**src/verilog/dtw_defs.svh**
```systemverilog
`ifndef DTW_DEFS_SVH
`define DTW_DEFS_SVH

// Register indices
`define DTW_REG_CONTROL   4'd0
`define DTW_REG_STATUS    4'd1
`define DTW_REG_REF_LEN   4'd2
`define DTW_REG_VERSION   4'd3
`define DTW_REG_KEY       4'd4
`define DTW_REG_REF_ADDR  4'd5
`define DTW_REG_REF_DOUT  4'd6
`define DTW_REG_NQUERY    4'd7

// Control register bits, mode 0 is load and 1 is query
`define DTW_CTRL_CLEAR    0
`define DTW_CTRL_RUN      1
`define DTW_CTRL_MODE     2

`define DTW_VERSION       32'h0100_0000
`define DTW_KEY           32'h0CA7_CAFE

`define DTW_SRC_DEPTH     4
`define DTW_MAX_REF       256

`endif

```
**src/verilog/dtw_pkg.sv**
```systemverilog
package dtw_pkg;

    typedef logic [15:0] sample_t;
    typedef logic [31:0] dist_t;
    typedef logic [7:0]  ref_addr_t;
    typedef logic [3:0]  reg_addr_t;
    typedef logic [31:0] reg_data_t;

    // Engine walks one reference sample per fetch/wait/update round
    typedef enum logic [2:0] {
        C_IDLE, C_FETCH, C_WAIT, C_UPDATE, C_EMIT
    } core_state_t;

    typedef enum logic [1:0] {
        L_IDLE, L_COPY, L_DONE
    } load_state_t;

endpackage

```
**src/verilog/dtw_ref_loader.sv**
```systemverilog
`timescale 1ns/1ps

module dtw_ref_loader import dtw_pkg::*; (
    input  logic       S_AXI_clk,
    input  logic       w_axi_rst,
    input  logic       i_clear,
    input  logic       i_run,
    input  logic       i_mode,
    input  logic [8:0] i_ref_len,
    input  logic       i_fifo_empty,
    input  sample_t    i_fifo_data,
    input  logic       i_ld_gnt,
    output logic       o_fifo_pop,
    output logic       o_ld_req,
    output ref_addr_t  o_ld_addr,
    output sample_t    o_ld_data,
    output logic       o_busy,
    output logic       o_load_done
);
    load_state_t state;
    logic [8:0]  addr;
    logic        have;

    // Only pop while samples are still owed to the memory
    assign o_fifo_pop  = (state == L_COPY) && !have && !i_fifo_empty && (addr != i_ref_len);
    assign o_ld_req    = have;
    assign o_ld_addr   = addr[7:0];
    assign o_busy      = (state == L_COPY);
    assign o_load_done = (state == L_DONE);

    always_ff @(posedge S_AXI_clk) begin
        if (o_fifo_pop) begin
            o_ld_data <= i_fifo_data;
        end
    end

    always_ff @(posedge S_AXI_clk) begin
        if (w_axi_rst || i_clear) begin
            state <= L_IDLE;
            addr  <= '0;
            have  <= 1'b0;
        end else begin
            case (state)
                L_IDLE: begin
                    if (i_run && !i_mode) begin
                        addr  <= '0;
                        state <= L_COPY;
                    end
                end
                L_COPY: begin
                    if (o_fifo_pop) begin
                        have <= 1'b1;
                    end else if (have && i_ld_gnt) begin
                        have <= 1'b0;
                        addr <= addr + 1'b1;
                    end else if (!have && addr == i_ref_len) begin
                        state <= L_DONE;
                    end
                end
                // Held until clear
                L_DONE: ;
                default: state <= L_IDLE;
            endcase
        end
    end

endmodule

```
**config.mk**
```make
export PLATFORM = sky130hd
export DESIGN_NAME = dtw_ref_loader
export DESIGN_NICKNAME = d
export VERILOG_FILES = /design/src/verilog/dtw_defs.svh /design/src/verilog/dtw_pkg.sv /design/src/verilog/dtw_ref_loader.sv
export SDC_FILE = /design/constraint.sdc
export NUM_CORES = 1
export LEC_CHECK = 0
export ABC_CLOCK_PERIOD_IN_PS = 6000
export BUFFER_PORTS_ARGS = -buffer_cell sky130_fd_sc_hd__buf_4
export CORE_ASPECT_RATIO = 1.4
export CORE_UTILIZATION = 49
export CTS_CLUSTER_DIAMETER = 150
export DETAILED_ROUTE_END_ITERATION = 10
export GPL_TIMING_DRIVEN = 0
export PLACE_DENSITY = 0.83
export RECOVER_POWER = 100
export SLEW_MARGIN = 5
export SYNTH_ARGS = -nofsm -noshare
export SYNTH_HDL_FRONTEND = slang
export SYNTH_SLANG_ARGS = --single-unit
export TNS_END_PERCENT = 20
```
**constraint.sdc**
```tcl
create_clock -name S_AXI_clk -period 6 [get_ports S_AXI_clk]
set_input_delay 0 -clock S_AXI_clk [delete_from_list [all_inputs] [get_ports S_AXI_clk]]
set_output_delay 0 -clock S_AXI_clk [all_outputs]
set_load 0.05 [all_outputs]
```
[Word-level counts from Yosys, hierarchy flattened]
Cells that the tools add are included.
Word-level totals
  register bits after elaboration: 28
  bits in latches: 0
  bits in writable memories: 0
  ROM bits: 0
  input port bits: 32
  output and inout bits: 28
  logic and storage cells: 42
  memories kept: 0
Operators by class
  add/sub/neg operators: 1
  multiply operators: 0
  divide/modulo/power cells: 0
  order comparisons: 0
  equal/unequal tests: 9
  shift-type cells: 0
  mux-type cells: 11
  bitwise gates (word level): 1
  reductions and logical operators: 16
Operators with widths (number)
  9-bit two-way mux: 3
  9-bit case mux with 2 select lines: 1
  9-bit by 1-bit adder with 9-bit output (second input constant): 1
  9-bit equality test: 1
  9-bit != test: 1
  2-bit two-way mux: 4
  1-bit logical AND: 6
  2-bit != test (second input constant): 3
  2-bit case mux with 3 select lines: 1
  5-bit AND reduction: 1
  2-bit by 1-bit != test with 1-bit output (second input constant): 2
  4-bit AND reduction: 1
  2-bit nonzero test: 2
  1-bit zero test: 3
  2-bit by 1-bit equality test with 1-bit output (second input constant): 1
  2-bit equality test (second input constant): 1
  2-bit zero test: 1
  1-bit two-way mux: 2
  2-bit AND reduction: 1
  1-bit logical OR: 1
  1-bit inverter: 1

[Depth between registers and ports, before layout]
  depth in word-level cells: 6
  depth in mapped cells: 6
  gate-level depth less buffers: 5

[Worst setup path after synthesis]
Ideal clock, no wire load.
  path kind: reg-to-reg
  start point: reg addr[2]
  end point: reg o_ld_data[0] (enable)
  library setup time: 0.499 ns
  data arrival time: 3.785 ns
  data required time: 5.501 ns
  slack: 1.717 ns
  cell stages (with the launch flop): 6
  buffers on the path: 1
  period minus slack after synthesis: 4.283 ns
  path through: dfxtp_1 > clkbuf_1 > xnor2_1 > nand4_1 > nor4_1 > nor4_1
On the way
  cells in the longest elaborated chain, start to end: 2
RTL lines
  from (decl): line dtw_ref_loader.sv:21  | logic [8:0] addr;
  from (signal assigned): line dtw_ref_loader.sv:55  | addr <= addr + 1'b1;
  9-bit != test: line dtw_ref_loader.sv:25  | assign o_fifo_pop = (state == L_COPY) && !have && !i_fifo_empty && (addr != i_ref_len);
  1-bit logical AND: line dtw_ref_loader.sv:25
  via o_fifo_pop: line dtw_ref_loader.sv:13  | output logic o_fifo_pop,
  to (signal assigned): line dtw_ref_loader.sv:33  | o_ld_data <= i_fifo_data;
  to (decl): line dtw_ref_loader.sv:16  | output sample_t o_ld_data,
The timed path passes the listed nets, and every way through them passes these cells.
A chain may end at the register's enable or synchronous reset.

[Final worst setup path]
  start point: reg addr[2]
  end point: out o_fifo_pop
On the way
  cells in the longest elaborated chain, start to end: 2
RTL lines (line)
  9-bit != test: dtw_ref_loader.sv:25
  1-bit logical AND: dtw_ref_loader.sv:25
  to (decl): dtw_ref_loader.sv:13
No other way between the ends.

==> metrics.csv <==
metric,value,unit
required,6.00,ns
track_usage,24.1,%
whs_path_depth,4,
worstReg2RegEnd,o_ld_data[12]$_DFFE_PN_,
drt-initial-drc-count,25,
synth_area,1310,sq um
grt_pass1_wl,5.22,mm
cp-end-kind,primary output,
cts_buffers,3,
drive_above_1_share,25.8,%
ys_seq_area_share,55.2,%
antenna_found_initial,0,
synth.distinct_cells,35,
worstSetupStartpointType,flop,
cts_max_path_buffers,2,
cts_tree,yes,
vdd_drop_max,0.000144,V
route.vias.total,1141,
use_met1,25.0,%
die_area,2880,sq um
finalSetupTns,0,ns
overflow,0,
ios,60,
finalNetCount,228,
path_max_fanout,8,
pwr-share-seq,62.5,%
grtUsageMet2,48.2,%
grt_pass1_vias,1207,
met3_usage,2.01,%
drc,0,
clockPowerShare,23.9,%
r2r-start,addr[2]$_SDFFE_PP0P_,
p_comb_share,13.7,%
p_int,254,uW
rsz0062_at_grt,no,
synth_top_flop_cell,edfxtp_1,
synth_edf_count,16,
n_antenna_cell,0,
tightest_slew,1.48,ns
drv_cap,1,
fmax,323,MHz
die_h,63.1,microns
violations,"negative hold slack, max-capacitance violations",
synth_top_cell_area_share,36.8,%
io_buffers,59,
synthTopCellsByArea,"edfxtp_1 37%, dfxtp_1 18%, xnor2_1 8.1%",
syn_nets,143,
power_density,172,nW/um^2
min_period,3.10,ns
cts_hold_buf,20,
cts_sinks,28,
path_class,flop to primary output,
dpl.hpwl,2.14,mm
hold_ws,-0.00211,ns
cts_setup_buffers,0,
ys_ff_latch,28,
grt_max_degree,16,
power.leakage,0.000693,uW
clk_pin_slew,0.15,ns
coreArea,2440,sq um
stdcell_area,1910,sq um
synth_warnings,0,
min_from,i_mode,
gp_congestion,0.775,
cts_root_buffer,clkbuf_4,
wl_per_cell,13.9,microns
worstPathArrival,3.10,ns
detail-route-antenna-nets,0,
setup_violations,0,
fin_skew,0.00934,ns
hold_viol,1,
drt_wl_total,3.16,mm
async_reset_ff_share,0,%
vias_per_cell,5.00,
r2r_cells,6,
finalMaxSlewViolations,0,
synth_top_cell_by_area,edfxtp_1,
whs_endpoint,state[0]$_SDFFE_PP0P_,
power.share.switching,22.7,%
avgSynthCellArea,11.9,sq um
syn2layout_area_growth,46.4,%
status,"finished, violations left",
rows,21,
maxSlewHeadroom,0.632,%
die_w,45.6,microns
r2r_setup_slack,2.93,ns
ctsResizeCount,0,
worstSkewPairLatency,0.33,ns
cts.htree.levels,1,
start_util,53.4,%
fin_crit_sh,51.7,%
dr.pass1.iters,4,
netSwitchingPower,74.8,uW
hold_path_class,input port to flop,
synthTopCellsByCount,"16 x edfxtp_1, 12 x dfxtp_1, 12 x xnor2_1",
syn_inst,110,
place_area,1800,sq um
synth.most_common_cell,edfxtp_1,
grt_busiest_layer,met2,
==> placed cells by master (no fill, tap or decap), types with 4 or more instances in the layout <==
| master | instances |
|---|---|
| a21oi_1 | 4 |
| buf_4 | 24 |
| clkbuf_1 | 31 |
| clkbuf_4 | 19 |
| dfxtp_1 | 12 |
| dlygate4sd3_1 | 20 |
| edfxtp_1 | 16 |
| inv_1 | 4 |
| nand3_1 | 6 |
| nor2_1 | 11 |
| xnor2_1 | 12 |
==> stage by stage <==
stage | power [uW] | instances | hold slack [ns] | util, % | setup WS, ns
detailed placement | 247 | 204 | 0.180 | 73.8 | 3.68
CTS | 333 | 228 | 0.00170 | 83.1 | 3.58
global placement | 246 | 203 | 0.178 | 73.3 | 2.52
global route | 340 | 228 | 0.0210 | 78.2 | 2.68
floorplan | 226 | 110 | 0.0989 | - | 1.72
finish | 329 | 228 | -0.00211 | 78.2 | 2.90
==> cell type report <==
| type | count | area (sq um) |
|---|---|---|
| clock buffer | 3 | 22.5 |
| inverter | 4 | 15.0 |
| sequential | 28 | 721 |
| timing repair buffer | 80 | 546 |
| tap | 34 | 42.5 |
| clock inverter | 1 | 3.75 |
| fill | 196 | 533 |
| multi-input combinational | 67 | 489 |
| buffer | 11 | 71.3 |
==> sequential cells by signal (all words and copies together) (netlist names) <==
name and flops:
o_ld_data 16, addr 9, state 2, o_ld_req 1
==> critical path: stages, from the launching register on <==
cell      delay (ns)
dfxtp_1         0.36
clkbuf_1        0.32
xnor2_1         0.13
nand4_1         0.13
nor4_1          0.11
nor4_1          1.19
clkbuf_1        0.54
==> logic make-up (layout without fill, tap and decap cells) <==
logic type / count (synthesis) / count (layout) / synth area share, %
simple gates: 35 / 35 / 14.1
flops: 28 / 28 / 55.2
compound gates: 15 / 15 / 11.5
buf+inv: 15 / 99 / 7.29
xor+xnor: 14 / 14 / 9.40
mux: 2 / 2 / 1.53
fa+ha+maj: 1 / 1 / 0.959
==> power groups by stage <==
stage	combinational [uW]	clock (uW)	sequential (uW)
after floorplan	11.1	0	215
after detailed placement	37.6	0	210
after global routing	48.2	85.9	206
after global placement	35.9	0	210
final	45.0	78.5	206
after CTS	47.8	79.9	206
==> worst max path at each step <==
stage                                    start                endpoint
after floorplan           addr[2]$_SDFFE_PP0P_  o_ld_data[0]$_DFFE_PN_
after global placement    addr[2]$_SDFFE_PP0P_              o_fifo_pop
after detailed placement  addr[2]$_SDFFE_PP0P_  o_ld_data[7]$_DFFE_PN_
after CTS                 addr[2]$_SDFFE_PP0P_   o_ld_req$_SDFFE_PP0P_
after global routing      addr[2]$_SDFFE_PP0P_              o_fifo_pop
final                     addr[2]$_SDFFE_PP0P_              o_fifo_pop
==> per-layer routing <==
layer / wire (microns) / part of all wire [%] / vias to the layer above
met1: 1150 / 37 / 549
li1: - / - / 550
met5: 0 / 0 / -
met3: 129 / 4.1 / 6
met4: 34 / 1.1 / 0
met2: 1840 / 58 / 36
No activity file was read; power rests on OpenSTA's default activity.
