$ cat src/verilog/dtw_defs.svh
`ifndef DTW_DEFS_SVH
`define DTW_DEFS_SVH

// Register indices
`define DTW_REG_CONTROL   4'd0
`define DTW_REG_STATUS    4'd1
`define DTW_REG_REF_LEN   4'd2
`define DTW_REG_VERSION   4'd3
`define DTW_REG_KEY       4'd4
`define DTW_REG_REF_ADDR  4'd5
`define DTW_REG_REF_DOUT  4'd6
`define DTW_REG_NQUERY    4'd7

// Control register bits, mode 0 is load and 1 is query
`define DTW_CTRL_CLEAR    0
`define DTW_CTRL_RUN      1
`define DTW_CTRL_MODE     2

`define DTW_VERSION       32'h0100_0000
`define DTW_KEY           32'h0CA7_CAFE

`define DTW_SRC_DEPTH     4
`define DTW_MAX_REF       256

`endif

$ cat src/verilog/dtw_pkg.sv
package dtw_pkg;

    typedef logic [15:0] sample_t;
    typedef logic [31:0] dist_t;
    typedef logic [7:0]  ref_addr_t;
    typedef logic [3:0]  reg_addr_t;
    typedef logic [31:0] reg_data_t;

    // Engine walks one reference sample per fetch/wait/update round
    typedef enum logic [2:0] {
        C_IDLE, C_FETCH, C_WAIT, C_UPDATE, C_EMIT
    } core_state_t;

    typedef enum logic [1:0] {
        L_IDLE, L_COPY, L_DONE
    } load_state_t;

endpackage

$ cat src/verilog/dtw_src_fifo.sv
`timescale 1ns/1ps
`include "dtw_defs.svh"

module dtw_src_fifo import dtw_pkg::*; #(
    parameter int DEPTH = `DTW_SRC_DEPTH
) (
    input  logic    S_AXI_clk,
    input  logic    w_axi_rst,
    input  logic    i_clear,
    input  logic    i_push,
    input  sample_t i_push_data,
    input  logic    i_push_last,
    input  logic    i_pop,
    output sample_t o_data,
    output logic    o_last,
    output logic    o_empty,
    output logic    o_full,
    output logic    o_credit
);
    localparam int AW = $clog2(DEPTH);

    sample_t     mem_data [DEPTH];
    logic        mem_last [DEPTH];
    logic [AW:0] wr_ptr;
    logic [AW:0] rd_ptr;

    // Extra pointer bit tells full from empty
    assign o_empty = (wr_ptr == rd_ptr);
    assign o_full  = (wr_ptr[AW] != rd_ptr[AW]) && (wr_ptr[AW-1:0] == rd_ptr[AW-1:0]);
    assign o_data  = mem_data[rd_ptr[AW-1:0]];
    assign o_last  = mem_last[rd_ptr[AW-1:0]];

    always_ff @(posedge S_AXI_clk) begin
        if (i_push && !o_full) begin
            mem_data[wr_ptr[AW-1:0]] <= i_push_data;
            mem_last[wr_ptr[AW-1:0]] <= i_push_last;
        end
    end

    always_ff @(posedge S_AXI_clk) begin
        if (w_axi_rst) begin
            wr_ptr   <= '0;
            rd_ptr   <= '0;
            o_credit <= 1'b0;
        end else begin
            // One credit back to the sender per freed slot
            o_credit <= i_pop && !o_empty;
            if (i_clear) begin
                wr_ptr <= '0;
                rd_ptr <= '0;
            end else begin
                if (i_push && !o_full) wr_ptr <= wr_ptr + 1'b1;
                if (i_pop && !o_empty) rd_ptr <= rd_ptr + 1'b1;
            end
        end
    end

endmodule
$ cat config.mk
export PLATFORM = sky130hd
export DESIGN_NAME = dtw_src_fifo
export DESIGN_NICKNAME = d
export VERILOG_FILES = /design/src/verilog/dtw_pkg.sv /design/src/verilog/dtw_src_fifo.sv
export VERILOG_INCLUDE_DIRS = /design/src /design/src/verilog
export SDC_FILE = /design/constraint.sdc
export NUM_CORES = 1
export LEC_CHECK = 0
export ABC_AREA = 1
export BUFFER_PORTS_ARGS = -buffer_cell sky130_fd_sc_hd__clkbuf_2
export CAP_MARGIN = 20
export CORE_UTILIZATION = 30
export DETAILED_ROUTE_END_ITERATION = 8
export SYNTH_ARGS = -nofsm -noshare
export SYNTH_HDL_FRONTEND = slang
export SYNTH_SLANG_ARGS = --single-unit
export TNS_END_PERCENT = 30
$ cat constraint.sdc
create_clock -name S_AXI_clk -period 1.85 [get_ports S_AXI_clk]
set_input_delay 0.0925 -clock S_AXI_clk [delete_from_list [all_inputs] [get_ports S_AXI_clk]]
set_output_delay 0.0925 -clock S_AXI_clk [all_outputs]
set_load 0.01 [all_outputs]
After elaboration in Yosys (flattened, before gate mapping):

Memory sizes are Yosys's and may differ from the RTL's. A register that Yosys moved wholly into a read port is not among the register bits.
Cells that the tools add are included.

* add/sub/neg operators: 2
* equality and inequality tests: 3
* muxes and demuxes: 6
* reductions and logical operators: 6

Operators by type and width (number)
* 2-bit 2-to-1 mux: 4
* 3-bit by 1-bit adder with 3-bit output (second input constant): 2
* 3-bit equality test: 1
* 1-bit logical AND: 3
* 2-bit equality test: 1
* 1-bit zero test: 2
* 1-bit 2-to-1 mux: 2
* 2-bit OR reduction: 1
* 1-bit inequality test: 1

* register bits: 7
* memory bits (writable): 68
* output and inout port bits: 20
* memories: 2

Memories
* mem_data: words 4, bits a word 16, rd ports 1, clocked after memory_dff 1, wr ports 1, RTL line dtw_src_fifo.sv:22 `sample_t mem_data [DEPTH];`
* mem_last: words 4, bits a word 1, rd ports 1, clocked after memory_dff 1, wr ports 1, RTL line dtw_src_fifo.sv:23 `logic mem_last [DEPTH];`

Longest topological paths before layout:

Gate-level depths: netlist (run 1).

* depth after elaboration: 6
* gate-level depth with buffers: 8
* mapped depth without buffers: 8

Least setup slack after synthesis (run 1):

OpenSTA, ideal clock, no wires.

* path type: register -> register
* from: register wr_ptr[1]
* to: memory mem_data[0][0] in the netlist's numbering (enable)
* arrival time: 1491 ps
* data required time: 1459 ps
* slack: -31 ps
* cell stages (with the launch flop): 7
* path buffers: 0
* period minus slack after synthesis: 1881 ps
* cell sequence: dfxtp_1 > inv_2 > nand2_1 > nand2_4 > nand3_2 > nand2_4 > nor2_1

* word-level cells in the longest chain between the ends: 6

Ends and longest elaborated chain
* from (decl): RTL line dtw_src_fifo.sv:24 `logic [AW:0] wr_ptr;`
* from (signal assigned): RTL line dtw_src_fifo.sv:52 `if (i_push && !o_full) wr_ptr <= wr_ptr + 1'b1;`
* 2-bit equality test: RTL line dtw_src_fifo.sv:29 `assign o_full = (wr_ptr[AW] != rd_ptr[AW]) && (wr_ptr[AW-1:0] == rd_ptr[AW-1:0]);`
* 1-bit logical AND: RTL line dtw_src_fifo.sv:29
* 1-bit zero test: RTL line dtw_src_fifo.sv:34 `if (i_push && !o_full) begin`
* 1-bit logical AND: RTL line dtw_src_fifo.sv:34
* 1-bit 2-to-1 mux: RTL line dtw_src_fifo.sv:34
* 1-bit 2-to-1 mux (not written as such): RTL line dtw_src_fifo.sv:35 `mem_data[wr_ptr[AW-1:0]] <= i_push_data;`
* to (decl): RTL line dtw_src_fifo.sv:22

Several ways; a longest one is shown, not always the timed one.

==> flow_summary_export.csv, run 1 <==
group,metric,value,unit
power,power_switching,0.781,mW
cells_and_area,fin_util,39.5,%
power,seqPwrFrac,52.3,%
timing,drv_slew,0,
drt,vias_per_cell,4.40,
setup_path,cp-start-kind,"flop",
synth,synthFlopType,"edfxtp_1",
global_routing,antenna_found_initial,0,
timing,finalHoldViolations,0,
global_routing,grt_usage,12.5,%
clock_network,clk_latency,0.34,ns
placed_design,numPortBuffers,41,
global_routing,grt_overflow,0,
floorplanning,die_w,103,um
cells_and_area,layout-drive-gt1-share,26.8,%
synth,syn_avg_cell_area,12.6,um^2
floorplanning,ioPinCount,42,
cells_and_area,area_growth,27.3,%
synth,synth_warnings,0,
global_routing,grt_start_max_net_pins,35,
drt,totalWireLength,5970,um
power,p_per_area,968,mW/mm^2
synth,syn_area,0.00303,mm^2
timing,relSlewSlack,67.7,%
timing,period_needed,1.72,ns
setup_path,endpoint_kind,"primary output",
synth,seq_area_frac_synth,73.3,%
placed_design,post-dp-hpwl,3900,um
setup_path,cpMaxStageDelayCell,"dfxtp_1",
drt,firstDrtPassIters,4,
power,pwr-share-comb,8.0,%
synth,netlist.area_leader.share,67.4,%
setup_path,crit_type,"reg2out",
power,vdd_drop_max,0.000536,V
synth,ys_types,17,
synth,netlist_instances,241,
timing,tightest_slew,0.482,ns
clock_network,cts.sinks,77,
power,clkPwrFrac,39.7,%
timing,finalCritPeriodShare,92.8,%
floorplanning,start_util,31.0,%
clock_network,cts_root_buffer,"clkbuf_8",
global_routing,grt_pass1_vias,1987,
global_routing,grt_pass1_wl,9690,um
synth,synth_edf_count,68,
synth,synth_common_cells,"edfxtp_1 (68), nor2_1 (48), o21ai_0 (30), nand2_1 (22), o22ai_1 (17)",
synth,ys_seq_elements,77,
clock_network,htreeDepth,3,
floorplanning,dieHeight,103,um
setup_path,critPathTopFamily,"flip-flops",
synth,async_flop_share,0,%
clock_network,clk_pin_slew_worst_paths,0.08,ns
floorplanning,fp.dieArea,0.0105,mm^2
cells_and_area,fin_nets,337,
timing,skew,0.00886,ns
timing,fmax,583,MHz
synth,yosys.area.top_type,"edfxtp_1",
drt,drc,0,
clock_network,cts_buffers,9,
timing,holdWs,0.0332,ns
synth,netlist_top_cells_area,"edfxtp_1 (67%), dfxtp_1 (5.9%), nor2_1 (5.9%)",
clock_network,cts_tree,"built",
placed_design,gp_congestion,0.766,
drt,wl_per_cell,13.4,um
floorplanning,rows,36,
hold_path,hold_path.class,"in2reg",
timing,tns,0,ns
drt,drtIter0Drc,156,
setup_path,required,1.76,ns
drt,vias,1967,
setup_path,critPathBufInv,2,
power,p_leak,1.49,nW
cells_and_area,insertedDiodeCount,0,
cells_and_area,nFillCells,950,
power,p_sw_share,20.9,%
run_status,outcome,"complete, no violations",
setup_path,worstPathMaxFanout,10,
floorplanning,core_area,0.00977,mm^2
clock_network,cts_max_path_buffers,2,
drt,ant_nets,0,
power,p_int,2.96,mW
setup_path,path_cells,"buf_4 > o21ai_0 > o22ai_1 > clkbuf_2",
synth,synth_nets,268,
flow_run,drv_cap,0,
timing,rsz0062_at_grt,"no",
synth,yosysMostFrequentCell,"edfxtp_1",
setup_path,slowest_delay,0.50,ns
timing,setup_violations,0,
setup_path,cp.arrival,1.62,ns
path summary, 6_finish.rpt:
check                                            start                   endpoint  slack [ns]  cells past startpoint
worst min register to register  rd_ptr[2]$_SDFFE_PP0P_     rd_ptr[2]$_SDFFE_PP0P_        0.57                      2
worst max register to register  wr_ptr[1]$_SDFFE_PP0P_  mem_data[1][11]$_DFFE_PP_        0.35                      7
worst max-delay path                              flop                     o_last        0.13                      4
worst min-delay path                             i_pop        o_credit$_SDFF_PP0_        0.03                      3
layer usage:
metal	track usage, %	vias up	routed length, um
li1	-	984	-
met1	15.1	934	2620
met2	20.5	40	2920
met3	5.49	9	353
met4	3.52	0	83
met5	0	-	0
layout make-up:
type | count | area, um^2 | share of cell area, %
flip-flops and latches | 77 | 2220 | 57.6
well taps | 133 | 166 | 4.31
inverters | 16 | 66.3 | 1.72
repair buffers | 67 | 458 | 11.9
multi-input cells | 139 | 711 | 18.4
clock buffers | 9 | 124 | 3.21
clock inverters | 6 | 111 | 2.89
worst reg2reg max path, stage by stage (launching register included):
cell	delay [ns]
dfxtp_1	0.40
inv_2	0.08
nand2_1	0.10
nand2_4	0.06
nand3_2	0.11
nand2_4	0.09
nor2_2	0.08
buf_4	0.26
flip-flops by register name, indices dropped and copies added (netlist names), named ones only:
register and cells:
mem_last 4, rd_ptr 3, wr_ptr 3, mem_data 64
o_credit 1
logic make-up after synthesis:
logic type	count (synthesis)	share of synthesized area [%]
buf+inv	25	3.47
flops	77	73.3
compound gates	52	9.29
simple gates	82	11.8
fa+ha+maj	5	2.06
stage by stage:
stage / cells / setup WS (ns) / total power [mW] / cell area (um^2)
floorplan: 241 / -0.0313 / 2.13 / 3030
global placement: 413 / 0.397 / 2.26 / 3430
detailed placement: 413 / 0.352 / 2.27 / 3430
CTS: 446 / 0.0413 / 3.78 / 3840
global route: 447 / 0.0299 / 3.89 / 3860
finish: 447 / 0.134 / 3.74 / 3860
cell usage in the layout (no fill, tap or decap), types with 2 or more instances in the layout:
cell type,instances
nor2_1,45
inv_1,9
o21ai_1,4
edfxtp_1,68
nand2_4,3
nand3_2,2
o21ai_0,30
inv_2,5
nor2_2,6
o22ai_1,17
bufinv_16,3
nand2_2,3
dfxtp_1,9
dlygate4sd3_1,18
clkbuf_2,41
clkbuf_8,9
buf_4,7
ha_1,5
nand2_1,22
timing repair:
| action | CTS | global route |
|---|---|---|
| buffers inserted | 0 | 1 |
| gates resized for setup | 0 | 3 |
| setup endpoints to repair | 0 | 16 |
| hold buffers | 18 | 0 |
| hold endpoints to repair | 69 | 0 |
power groups by stage:
stage	clock, mW	combinational [mW]	sequential, mW
2_1_floorplan	0	0.141	1.99
3_3_place_gp	0	0.268	1.99
3_5_place_dp	0	0.273	2.00
4_1_cts	1.52	0.304	1.96
5_1_grt	1.60	0.334	1.96
6_report	1.48	0.299	1.96
No activity file was read; power rests on OpenSTA's default activity.
==> inputs of run 2 (changes only) <==
Settings changed: CORE_ASPECT_RATIO set to 2.
==> run 2 against run 1 <==
  * Non-clock buffer count down 2
  * Sequential share of layout area decreased by 0.57 points
  * Sequential cell count unchanged
  * Routed wire length is 2.9% higher
  * Via count rose by 1.6%
  * Core utilization rose by 0.44 points
  * Combinational power is essentially flat
  * Cell area rose by 1.0%
  * Critical endpoint is now o_data[10]
  * Highest routed layer unchanged
==> flow_summary_export.csv, run 2 (synthesized netlist as in run 1, its figures left out) <==
group,metric,value,unit
timing,setup_violations,0,
setup_path,endpoint_kind,"primary output",
cells_and_area,layout-drive-gt1-share,24.9,%
floorplanning,rows,51,
timing,rsz0062_at_grt,"no",
clock_network,cts_tree,"built",
drt,firstDrtPassIters,4,
global_routing,grt_pass1_vias,1990,
timing,fmax,590,MHz
floorplanning,dieHeight,144,um
clock_network,post_cts_buffers,0,
setup_path,required,1.76,ns
global_routing,grt_usage,12.5,%
drt,drc,0,
setup_path,cp.arrival,1.60,ns
setup_path,worstPathMaxFanout,34,
timing,holdWs,0.0582,ns
setup_path,cp-start-kind,"flop",
cells_and_area,insertedDiodeCount,0,
cells_and_area,final_cell_mix,"edfxtp_1 (68), nor2_1 (48), clkbuf_2 (41)",
floorplanning,start_util,31.0,%
timing,drv_slew,0,
floorplanning,die_w,73.1,um
global_routing,antenna_found_initial,0,
cells_and_area,largest_reg_flops,64,
power,total_power,3.92,mW
timing,tightest_slew,0.547,ns
drt,wl_per_cell,13.8,um
clock_network,cts_max_path_buffers,2,
power,vdd_drop_max,0.000576,V
setup_path,crit_type,"reg2out",
placed_design,post-dp-hpwl,4110,um
timing,finalCritPeriodShare,91.6,%
cells_and_area,seq_area,0.00222,mm^2
power,p_leak,1.50,nW
cells_and_area,nFillCells,934,
timing,finalHoldViolations,0,
drt,ant_nets,0,
clock_network,cts_root_buffer,"clkbuf_16",
clock_network,ctsResizeCount,0,
floorplanning,core_area,0.00976,mm^2
timing,skew,0.00524,ns
cells_and_area,fin_nets,335,
global_routing,grt_start_max_net_pins,35,
timing,period_needed,1.70,ns
clock_network,htreeDepth,3,
clock_network,cts_buffers,9,
global_routing,grt_pass1_wl,9360,um
cells_and_area,area_growth,28.6,%
clock_network,hold_buffers,18,
drt,drtIter0Drc,93,
run_status,outcome,"complete, no violations",
drt,vias_per_cell,4.49,
hold_path,hold_path.class,"in2reg",
drt,vias,1998,
floorplanning,ioPinCount,42,
clock_network,clk_pin_slew_worst_paths,0.05,ns
drt,totalWireLength,6140,um
cells_and_area,multi_input_comb_area,703,um^2
clock_network,clk_latency,0.32,ns
power,p_per_area,1010,mW/mm^2
clock_network,cts.sinks,77,
global_routing,grt_overflow,0,
placed_design,gp_congestion,0.856,
cells_and_area,final_common_cell,"edfxtp_1",
floorplanning,fp.dieArea,0.0105,mm^2
timing,relSlewSlack,63.4,%
placed_design,numPortBuffers,41,
setup_path,reg2reg_setup_slack,0.32,ns
flow_run,drv_cap,0,
## run 2: cell types whose count changed in the layout (fill, tap and decap cells not counted), sizes merged
cell / previous run / this run
buf: 8 / 6
bufinv: 3 / 1
clkinv: 2 / 4
clkinvlp: 1 / 2
## run 2: worst max-delay path: stages, from the launching register on
cell and delay [ns]:
dfxtp_1 0.32, inv_2 0.41, o21ai_0 0.16, o22ai_1 0.21
clkbuf_2 0.17
## run 2: per-layer routing
layer	track usage, %	wire (um)
met4	7.95	154
met2	23.8	3630
met1	11.2	2100
met5	0	0
met3	3.00	259
## run 2: final timing paths
check,startpoint,to,depth (start not counted)
setup / recovery,flop,o_data[10],4
hold / removal,i_pop,o_credit$_SDFF_PP0_,3
setup reg to reg,wr_ptr[0]$_SDFFE_PP0P_,mem_data[2][11]$_DFFE_PP_,7
hold reg to reg,rd_ptr[2]$_SDFFE_PP0P_,rd_ptr[2]$_SDFFE_PP0P_,2
## run 2: layout make-up
type | instances | share of cell area (%)
Clock buffer | 9 | 5.78
Tap cell | 132 | 4.24
Timing Repair Buffer | 65 | 11.7
Multi-Input combinational cell | 139 | 18.0
Clock inverter | 7 | 1.70
Sequential cell | 77 | 57.0
Inverter | 16 | 1.54
## run 2: power breakdown
part / switching (mW) / internal (mW) / total (mW)
clock network: 0.630 / 1.03 / 1.66
registers: 0.0141 / 1.94 / 1.96
logic: 0.176 / 0.123 / 0.299
## run 2: stage by stage
step	instance area [um^2]	std cells	TNS [ns]	worst slack, ns	util [%]
detailed placement	3430	411	0	0.323	35.1
global route	3900	445	0	0.0223	39.9
global placement	3430	411	0	0.365	35.1
finish	3900	445	0	0.155	39.9
floorplan	3030	241	-1.59	-0.0313	-
CTS	3900	445	0	0.103	39.9
