$ cat src/verilog/dtw_defs.svh
`ifndef DTW_DEFS_SVH
`define DTW_DEFS_SVH

// Register indices
`define DTW_REG_CONTROL   4'd0
`define DTW_REG_STATUS    4'd1
`define DTW_REG_REF_LEN   4'd2
`define DTW_REG_VERSION   4'd3
`define DTW_REG_KEY       4'd4
`define DTW_REG_REF_ADDR  4'd5
`define DTW_REG_REF_DOUT  4'd6
`define DTW_REG_NQUERY    4'd7

// Control register bits, mode 0 is load and 1 is query
`define DTW_CTRL_CLEAR    0
`define DTW_CTRL_RUN      1
`define DTW_CTRL_MODE     2

`define DTW_VERSION       32'h0100_0000
`define DTW_KEY           32'h0CA7_CAFE

`define DTW_SRC_DEPTH     4
`define DTW_MAX_REF       256

`endif

$ cat src/verilog/dtw_pkg.sv
package dtw_pkg;

    typedef logic [15:0] sample_t;
    typedef logic [31:0] dist_t;
    typedef logic [7:0]  ref_addr_t;
    typedef logic [3:0]  reg_addr_t;
    typedef logic [31:0] reg_data_t;

    // Engine walks one reference sample per fetch/wait/update round
    typedef enum logic [2:0] {
        C_IDLE, C_FETCH, C_WAIT, C_UPDATE, C_EMIT
    } core_state_t;

    typedef enum logic [1:0] {
        L_IDLE, L_COPY, L_DONE
    } load_state_t;

endpackage

$ cat src/verilog/dtw_reg_file.sv
`timescale 1ns/1ps
`include "dtw_defs.svh"

module dtw_reg_file import dtw_pkg::*; (
    input  logic       S_AXI_clk,
    input  logic       w_axi_rst,
    input  logic       i_reg_wr,
    input  logic       i_reg_rd,
    input  reg_addr_t  i_reg_addr,
    input  reg_data_t  i_reg_wdata,
    input  logic       i_core_busy,
    input  logic       i_load_done,
    input  logic       i_load_busy,
    input  logic       i_fifo_empty,
    input  logic       i_fifo_full,
    input  logic       i_query_done,
    input  logic       i_dbg_gnt,
    input  logic       i_dbg_rvalid,
    input  sample_t    i_dbg_rdata,
    output reg_data_t  o_reg_rdata,
    output logic       o_reg_ack,
    output logic       o_reg_err,
    output logic       o_clear,
    output logic       o_run,
    output logic       o_mode,
    output logic [8:0] o_ref_len,
    output logic       o_dbg_req,
    output ref_addr_t  o_dbg_addr
);
    logic [2:0] ctrl;
    ref_addr_t  ref_addr;
    reg_data_t  nquery;
    reg_data_t  status;

    assign o_clear    = ctrl[`DTW_CTRL_CLEAR];
    assign o_run      = ctrl[`DTW_CTRL_RUN];
    assign o_mode     = ctrl[`DTW_CTRL_MODE];
    assign o_dbg_addr = ref_addr;
    assign status     = {27'd0, i_load_busy, i_fifo_full, i_fifo_empty, i_load_done, i_core_busy};

    always_ff @(posedge S_AXI_clk) begin
        if (w_axi_rst) begin
            ctrl        <= '0;
            o_ref_len   <= '0;
            ref_addr    <= '0;
            nquery      <= '0;
            o_reg_rdata <= '0;
            o_reg_ack   <= 1'b0;
            o_reg_err   <= 1'b0;
            o_dbg_req   <= 1'b0;
        end else begin
            o_reg_ack <= 1'b0;
            o_reg_err <= 1'b0;
            if (o_clear) begin
                nquery <= '0;
            end else if (i_query_done) begin
                nquery <= nquery + 1'b1;
            end
            if (i_reg_wr) begin
                o_reg_ack   <= 1'b1;
                o_reg_rdata <= '0;
                case (i_reg_addr)
                    `DTW_REG_CONTROL:  ctrl      <= i_reg_wdata[2:0];
                    `DTW_REG_REF_LEN:  o_ref_len <= i_reg_wdata[8:0];
                    `DTW_REG_REF_ADDR: ref_addr  <= i_reg_wdata[7:0];
                    `DTW_REG_STATUS, `DTW_REG_VERSION, `DTW_REG_KEY,
                    `DTW_REG_REF_DOUT, `DTW_REG_NQUERY: ;
                    default: o_reg_err <= 1'b1;
                endcase
            end else if (i_reg_rd) begin
                // Memory readout completes later through the arbiter
                if (i_reg_addr == `DTW_REG_REF_DOUT) begin
                    o_dbg_req <= 1'b1;
                end else begin
                    o_reg_ack <= 1'b1;
                    case (i_reg_addr)
                        `DTW_REG_CONTROL:  o_reg_rdata <= {29'd0, ctrl};
                        `DTW_REG_STATUS:   o_reg_rdata <= status;
                        `DTW_REG_REF_LEN:  o_reg_rdata <= {23'd0, o_ref_len};
                        `DTW_REG_VERSION:  o_reg_rdata <= `DTW_VERSION;
                        `DTW_REG_KEY:      o_reg_rdata <= `DTW_KEY;
                        `DTW_REG_REF_ADDR: o_reg_rdata <= {24'd0, ref_addr};
                        `DTW_REG_NQUERY:   o_reg_rdata <= nquery;
                        default: begin
                            o_reg_rdata <= '0;
                            o_reg_err   <= 1'b1;
                        end
                    endcase
                end
            end
            if (o_dbg_req && i_dbg_gnt) begin
                o_dbg_req <= 1'b0;
            end
            if (i_dbg_rvalid) begin
                o_reg_ack   <= 1'b1;
                o_reg_rdata <= {16'd0, i_dbg_rdata};
            end
        end
    end

endmodule

$ cat config.mk
export PLATFORM = sky130hd
export DESIGN_NAME = dtw_reg_file
export DESIGN_NICKNAME = d
export VERILOG_FILES = /design/src/verilog/dtw_pkg.sv /design/src/verilog/dtw_reg_file.sv
export VERILOG_INCLUDE_DIRS = /design/src /design/src/verilog
export SDC_FILE = /design/constraint.sdc
export NUM_CORES = 1
export LEC_CHECK = 0
export ABC_AREA = 1
export BUFFER_PORTS_ARGS = -buffer_cell sky130_fd_sc_hd__buf_2
export CAP_MARGIN = 20
export CELL_PAD_IN_SITES_DETAIL_PLACEMENT = 1
export CELL_PAD_IN_SITES_GLOBAL_PLACEMENT = 1
export CORE_MARGIN = 3
export CORE_UTILIZATION = 25
export CTS_BUF_LIST = sky130_fd_sc_hd__clkbuf_4 sky130_fd_sc_hd__clkbuf_8
export DETAILED_ROUTE_END_ITERATION = 10
export PLACE_DENSITY = 0.58
export SKIP_LAST_GASP = 1
export SLEW_MARGIN = 20
export SYNTH_ARGS = -nofsm -noshare
export SYNTH_HDL_FRONTEND = slang
export SYNTH_SLANG_ARGS = --single-unit
$ cat constraint.sdc
create_clock -name S_AXI_clk -period 1.3 [get_ports S_AXI_clk]
set_input_delay 0.26 -clock S_AXI_clk [delete_from_list [all_inputs] [get_ports S_AXI_clk]]
set_output_delay 0.26 -clock S_AXI_clk [all_outputs]
set_load 0.05 [all_outputs]
# --- Yosys cells after proc, flatten, opt, wreduce, memory -nomap -nowiden ---
# Cells that the tools add are included.
word_totals:
  elab_cells: 48
  ff_bits: 87
  latch_bits: 0
  memories: 0
  romBits: 0
  ramBits: 0
op_classes:
  bitwise: 2
  n_eq_ne: 8
  div: 0
  multipliers: 0
  addsub: 1
  order_cmp: 0
  reduce_logical: 14
  n_mux: 14
  n_shift: 0
op_table:
  columns: ["operator", "n"]
  rows:
  - ["$pmux W32 S7", 1]
  - ["$mux W16", 4]
  - ["$add A32 B1 Y32 const B", 1]
  - ["$eq A4 B3 Y1 const B", 4]
  - ["$reduce_and A2 Y1", 5]
  - ["$mux W1", 9]
  - ["$eq A4 B2 Y1 const B", 2]
  - ["$reduce_or A8 Y1", 1]
  - ["$reduce_or A7 Y1", 1]
  - ["$eq A4 B1 Y1 const B", 1]
  - ["$logic_not A4 Y1", 1]
  - ["$reduce_or A2 Y1", 2]
  - ["$ne A3 B3 Y1 const B", 1]
  - ["$reduce_and A3 Y1", 1]
  - ["$reduce_bool A3 Y1", 1]
  - ["$reduce_or A3 Y1", 1]
  - ["$not A1 Y1", 2]
  - ["$logic_and A1 B1 Y1", 1]

# --- Longest topological paths before layout ---
# Gate-level depths: netlist (run 1).
logic_depth:
  depth_word: 6
  ltp_mapped: 10
  mapped_depth_nobuf: 10

# --- Least setup slack after synthesis (run 1) ---
# No wires, ideal clock.
synth_timing:
  path_type: "register to register"
  start: "register nquery[1]"
  end: "register nquery[30]"
  required_ns: 1.172
  t_arrival_ns: 1.286
  stages_incl_launch_ff: 11
  setup_time_ns: 0.128
  setup_slack_ns: -0.114
  n_path_buf: 0
  path_cell_list: "dfxtp_1 > ha_1 > nand3_1 > nor2_1 > nand2_1 > nor2_1 > nand2_1 > nor2_1 > nand2_1 > nand2_1 > nor2_1"
synth_between:
  elab_chain_len: 1
synth_rtl:
  columns: ["item", "line_no", "source"]
  rows:
  - ["from (decl)", "dtw_reg_file.sv:32", "reg_data_t nquery;"]
  - ["from (signal assigned)", "dtw_reg_file.sv:57", "nquery <= nquery + 1'b1;"]
  - ["$add A32 B1 Y32", "dtw_reg_file.sv:57", null]
# No other way between the ends.
# A chain may end at the register's enable or synchronous reset.

# --- Worst setup path in the final report (run 1) ---
layout_timing:
  start: "register nquery[1]"
  end: "register nquery[9]"
# Same word-level chain as after synthesis.

==> results of run 1 <==
[power by group]
group	internal, mW	switching, mW
clock network	1.04	1.03
logic	0.249	0.467
registers	2.70	0.0319
total	3.99	1.53
[path summary, 6_finish.rpt]
path	to	slack (ns)
worst max-delay path	nquery[9]	-0.08
worst min-delay path	o_dbg_req	0.06
worst max register to register	nquery[9]	-0.08
worst min register to register	o_reg_rdata[21]	0.46
[stage by stage]
step                      setup TNS [ns]  hold WS (ns)
final                             -0.547        0.0569
after global routing               -3.13        0.0448
after CTS                         -0.457        0.0342
after detailed placement           -9.88         0.455
after global placement             -6.45         0.436
after floorplan                  -0.0159         0.354
[cell usage in the layout, fill, tap and decap left out, types with 2 or more instances in the layout]
master and instances:
inv_2 7, inv_1 40, buf_12 6, a32oi_1 3, dfxtp_4 7, inv_4 2
o21a_1 2, nand2_1 131, nor3_1 6, buf_6 8, dfxtp_2 20, a21oi_1 76
a22oi_1 6, o21ai_1 8, nand2_4 4, o21ai_0 43, nand3_4 2, a22oi_2 2
nor2_4 14, dfxtp_1 60, clkbuf_8 11, nand3_1 42, nand3_2 4, nor2_2 20
xor2_1 4, nor2_1 51, clkbuf_4 7, buf_2 73, nand4_1 3, nand2_2 14
buf_4 104
[per-layer routing]
layer  GRT usage, %  part of all wire [%]  vias up
met2           28.9                    49       58
met1           22.3                    47     2223
met3           2.52                   2.8       18
met4           5.15                   1.5        0
li1               -                     -     2377
met5              0                     0        -
[worst max-delay path: stages (launching register included)]
cell and delay, ns:
dfxtp_4 0.37, buf_4 0.11, nand2_2 0.06, nor2_4 0.12, inv_2 0.06, nor2_4 0.21, nand2_4 0.11, a21oi_1 0.14
o21a_1 0.13
[Yosys cell counts (all sizes together)]
master and n:
nand2 149, dfxtp 87, nor2 85, a21oi 78, o21ai 51, inv 48, nand3 48, buf 15
a22oi 8, nor3 8, clkbuf 7, nand4 4, xor2 4, a32oi 3, clkinv 3, o21a 2
xnor2 2, a211oi 1, and2 1, ha 1, nand3b 1, nor3b 1, nor4 1, o211ai 1
o21bai 1
[sequential cells by signal (all words and copies together) (netlist names)]
signal and cells:
nquery 32, o_reg_rdata 32, o_ref_len 9, o_dbg_addr 8
ctrl 3, o_dbg_req 1, o_reg_ack 1, o_reg_err 1
[logic make-up (layout without fill, tap and decap cells)]
group,count (synthesis),in the layout,share of synthesized area (%)
fa+ha+maj,1,1,0.295
simple gates,298,298,30.8
flops,87,87,41.0
xor+xnor,6,6,1.24
buf+inv,73,262,7.87
compound gates,145,145,18.7
[layout make-up]
| type | instances | area, um2 | share of cell area (%) |
|---|---|---|---|
| clock buffers | 13 | 166 | 2.66 |
| multi-input cells | 450 | 2390 | 38.3 |
| clock inverters | 2 | 38.8 | 0.620 |
| inverters | 51 | 198 | 3.16 |
| flip-flops and latches | 87 | 1790 | 28.6 |
| well taps | 220 | 275 | 4.40 |
| repair buffers | 196 | 1390 | 22.3 |
[what timing repair did]
| item | 4_1_cts | 5_1_grt |
|---|---|---|
| pin swaps | 9 | 17 |
| gates cloned | 0 | 0 |
| endpoints found under the setup margin | 44 | 35 |
| resized for setup | 68 | 54 |
| setup buffers | 2 | 7 |
| hold endpoints to repair | 0 | 0 |
==> flow_metrics.tcl, run 1 <==
set metrics [dict create \
    power.static_leakage_nw 2.59 \
    root_buffer "clkbuf_8" \
    grt_usage_pct 17.0 \
    final_util_pct 37.7 \
    setup_viol 15 \
    slew_violations 0 \
    max-vdd-ir-drop_mv 0.448 \
    drc 0 \
    via_per_inst 4.59 \
    grt_max_degree 20 \
    final_area_mm2 0.00626 \
    rr_worst_depth 8 \
    clkSinkCount 87 \
    grt_pass1_vias 4961 \
    io_buffers 95 \
    antenna_found_initial 0 \
    post-route-period-util_pct 106 \
    antennaDiodeCount 0 \
    drive_gt1_share_pct 39.7 \
    synth_top_area_share_pct 41.0 \
    worstPathArrival_ns 1.70 \
    clk_pin_slew_worst_paths_ns 0.09 \
    gp_congestion 0.801 \
    ys_warn_count 0 \
    tritoncts "done" \
    rows 47 \
    firstDrtPassIters 4 \
    clk_latency_ns 0.38 \
    instances_no_fill 1019 \
    cp-end-kind "flop" \
    vias 4676 \
    nets 860 \
    dpl_cell_area_mm2 0.00563 \
    place_hpwl_mm 12.6 \
    clock_skew_ns 0.0120 \
    cp-start-kind "flop" \
    maxCapViolations 0 \
    grt_pass1_wl_mm 25.0 \
    htreeDepth 3 \
    dieHeight_um 136 \
    synth_area_leader_cell "dfxtp_1" \
    ys_ff_latch 87 \
    io_pins 119 \
    reg2reg_from "nquery[1]" \
    power.density_mw_per_mm2 881 \
    pre_cts_ws_ns -0.222 \
    syn_area_per_cell_um2 6.96 \
    drtAntennaViolNets 0 \
    fin_ws_ns -0.0784 \
    syn2layout_area_growth_pct 47.5 \
    min_path_type "in2reg" \
    critPathKind "reg2reg" \
    n_fill_cell 2111 \
    cts-buffers-inserted 9 \
    holdBufCountCts 0 \
    relSlewSlack_pct 78.9 \
    core_area_mm2 0.0166 \
    drt_iter0_drc 157 \
    crit_required_ns 1.62 \
    clock_path_buffers 2 \
    die_w_um 136 \
    hold_start "i_dbg_gnt" \
    p_total_mw 5.52 \
    yosys-top-cells-area "dfxtp_1 (41%), nand2_1 (13%), a21oi_1 (9.1%), nor2_1 (6.3%), nand3_1 (5.7%)" \
    holdPathStages 2 \
    hold_violations 0 \
    dieArea_mm2 0.0186 \
    rsz0062_at_grt "yes" \
    routedWlPerCell_um 15.6 \
    fmax_mhz 726 \
    status "complete, but fails checks" \
    syn-cell-area_mm2 0.00424 \
    fin_crit_ns 1.38 \
    cp-startpoint "nquery[1]" \
    worstPathMaxFanout 4 \
    dp.cells 995 \
    tightestPinTransition_ns 0.314 \
    overflow 0 \
    syn_inst 610 \
    failed_checks "setup timing" \
    start_util_pct 25.6 \
    syn_nets 675 \
    ys_types 39 \
    wirelength_mm 15.9 \
    synth-seq-area-share_pct 41.0 \
]
Power figures use the tool's default switching activity.
==> run 2: changes to the inputs <==
--- a/config.mk
+++ b/config.mk
@@ -15,7 +15,9 @@
 export CORE_UTILIZATION = 25
 export CTS_BUF_LIST = sky130_fd_sc_hd__clkbuf_4 sky130_fd_sc_hd__clkbuf_8
 export DETAILED_ROUTE_END_ITERATION = 10
+export HOLD_SLACK_MARGIN = 0.03
 export PLACE_DENSITY = 0.58
+export REMOVE_ABC_BUFFERS = 1
 export SKIP_LAST_GASP = 1
 export SLEW_MARGIN = 20
 export SYNTH_ARGS = -nofsm -noshare
==> flow_metrics.tcl, run 2 (synthesis results as in run 1) <==
set metrics [dict create \
    status "complete, but fails checks" \
    failed_checks "setup timing" \
    fin_crit_ns 1.45 \
    gp_congestion 0.804 \
    cp-end-kind "flop" \
    drc 0 \
    p_seq_share_pct 51.3 \
    io_buffers 95 \
    crit_top_cell "nor2_4" \
    max-vdd-ir-drop_mv 0.403 \
    reg2reg_from "nquery[1]" \
    via_per_inst 4.63 \
    tritoncts "done" \
    r2r_slack_ns -0.15 \
    setup_viol 18 \
    routedWlPerCell_um 15.6 \
    tightestPinTransition_ns 0.357 \
    power.density_mw_per_mm2 830 \
    drtAntennaViolNets 0 \
    comb_power_share_pct 13.7 \
    place_hpwl_mm 12.4 \
    cp-start-kind "flop" \
    mostFrequentLayoutCell "nand2_1" \
    clock_path_buffers 2 \
    min_path_type "in2reg" \
    cts-buffers-inserted 9 \
    layout_common_cells "nand2_1 (128), buf_4 (109), a21oi_1 (75)" \
    instances_no_fill 1027 \
    vias 4755 \
    crit_path_cell_trace "buf_6 -> nand2_2 -> nor2_4 -> inv_2 -> nor2_4 -> nand2_4 -> nor2_4 -> nor2_1 -> nor3_2" \
    firstDrtPassIters 4 \
    dp.cells 996 \
    clk_pin_slew_worst_paths_ns 0.09 \
    grt_pass1_wl_mm 25.0 \
    internal-power_mw 3.79 \
    fmax_mhz 692 \
    rr_worst_depth 9 \
    nets 867 \
    antennaDiodeCount 0 \
    use_met1_pct 22.3 \
    crit_slowest_cell "dfxtp_2" \
    worstReg2RegEnd "nquery[17]" \
    dieHeight_um 136 \
    post-route-period-util_pct 111 \
    holdPathStages 3 \
    grt-busiest-layer "met2" \
    switchingPower_mw 1.53 \
    root_buffer "clkbuf_8" \
    die_w_um 136 \
    hold_violations 0 \
    worstPathMaxFanout 4 \
    drive_gt1_share_pct 42.3 \
    overflow 0 \
    holdPathEnd "o_ref_len[8]" \
    crit_required_ns 1.60 \
    io_pins 119 \
    antenna_found_initial 0 \
    grt_max_degree 20 \
    power.static_leakage_nw 2.70 \
    maxCapViolations 0 \
    core_area_mm2 0.0166 \
    relSlewSlack_pct 76.0 \
    clock_skew_ns 0.0143 \
    start_util_pct 25.6 \
    rsz0062_at_grt "yes" \
    htreeDepth 3 \
    clkSinkCount 87 \
    fin_ws_ns -0.145 \
    cpPeakStageDelay_ns 0.36 \
    grt_usage_pct 17.0 \
    rows 47 \
    grt_pass1_vias 4882 \
    grtUsageMet3_pct 1.96 \
    critPathKind "reg2reg" \
    n_fill_cell 2098 \
    slew_violations 0 \
    drt_iter0_drc 197 \
    syn2layout_area_growth_pct 50.9 \
    p_total_mw 5.32 \
    pre_cts_ws_ns -0.254 \
    biggestRegsByFlops "nquery x32, o_reg_rdata x32, o_ref_len x9" \
    grt.met2_usage_pct 28.8 \
    wirelength_mm 16.0 \
    dieArea_mm2 0.0186 \
    worstPathArrival_ns 1.75 \
    hold_start "i_reg_wdata[8]" \
    switching_share_pct 28.7 \
    clk_latency_ns 0.38 \
    p_clk_share_pct 35.0 \
]
==> run 2: final cells by class <==
class	instances	area [um2]	area share (%)
multi-input combinational	450	2540	39.6
sequential	87	1790	28.0
timing repair buffer	203	1420	22.1
tap	220	275	4.30
inverter	51	199	3.11
clock buffer	13	166	2.60
clock inverter	3	17.5	0.273
==> run 2: critical path, delay by kind of cell, from the launching register on <==
family	cells	cell delay [ns]
AND/OR/NAND/NOR	7	0.84
buffers and inverters	2	0.17
flip-flops	1	0.36
==> run 2: worst max-delay path by stage <==
stage / startpoint / endpoint / slack, ns / cells after the start
floorplan: ctrl[0] / nquery[3] / -0.35 / 4
global placement: i_reg_addr[2] / o_reg_rdata[5] / -0.20 / 10
detailed placement: i_reg_addr[0] / o_reg_rdata[12] / -0.25 / 9
CTS: nquery[0] / nquery[17] / -0.1 / 9
global route: nquery[1] / nquery[17] / -0.21 / 9
finish: nquery[1] / nquery[17] / -0.15 / 9
==> run 2: timing repair <==
item / CTS / global route
gates resized for setup: 98 / 71
endpoints found under the hold margin: 1 / 0
endpoints found under the setup margin: 42 / 36
setup buffers: 6 / 9
hold buffers: 1 / 0
pin swaps: 20 / 26
==> run 2: stage by stage <==
| step | hold slack [ns] | TNS (ns) | instance area, um2 | util, % |
|---|---|---|---|---|
| floorplan | 0.329 | -4.05 | 4110 | - |
| global placement | 0.431 | -7.52 | 5590 | 33.7 |
| detailed placement | 0.442 | -10.66 | 5590 | 33.7 |
| CTS | 0.131 | -0.740 | 6110 | 36.9 |
| global route | 0.152 | -3.28 | 6410 | 38.6 |
| finish | 0.154 | -0.958 | 6410 | 38.6 |
==> run 2: layer usage <==
metal	share of wire [%]	vias to the layer above
met5	0	-
met4	1.9	0
met1	46	2275
li1	-	2396
met3	2.9	16
met2	49	68
==> run 2: power groups by stage <==
stage	sequential (mW)	combinational (mW)	clock (mW)
after floorplan	2.96	0.200	0
after global placement	2.80	0.678	0
after detailed placement	2.80	0.697	0
after CTS	2.74	0.727	1.94
after global routing	2.74	0.792	2.03
final	2.73	0.729	1.86
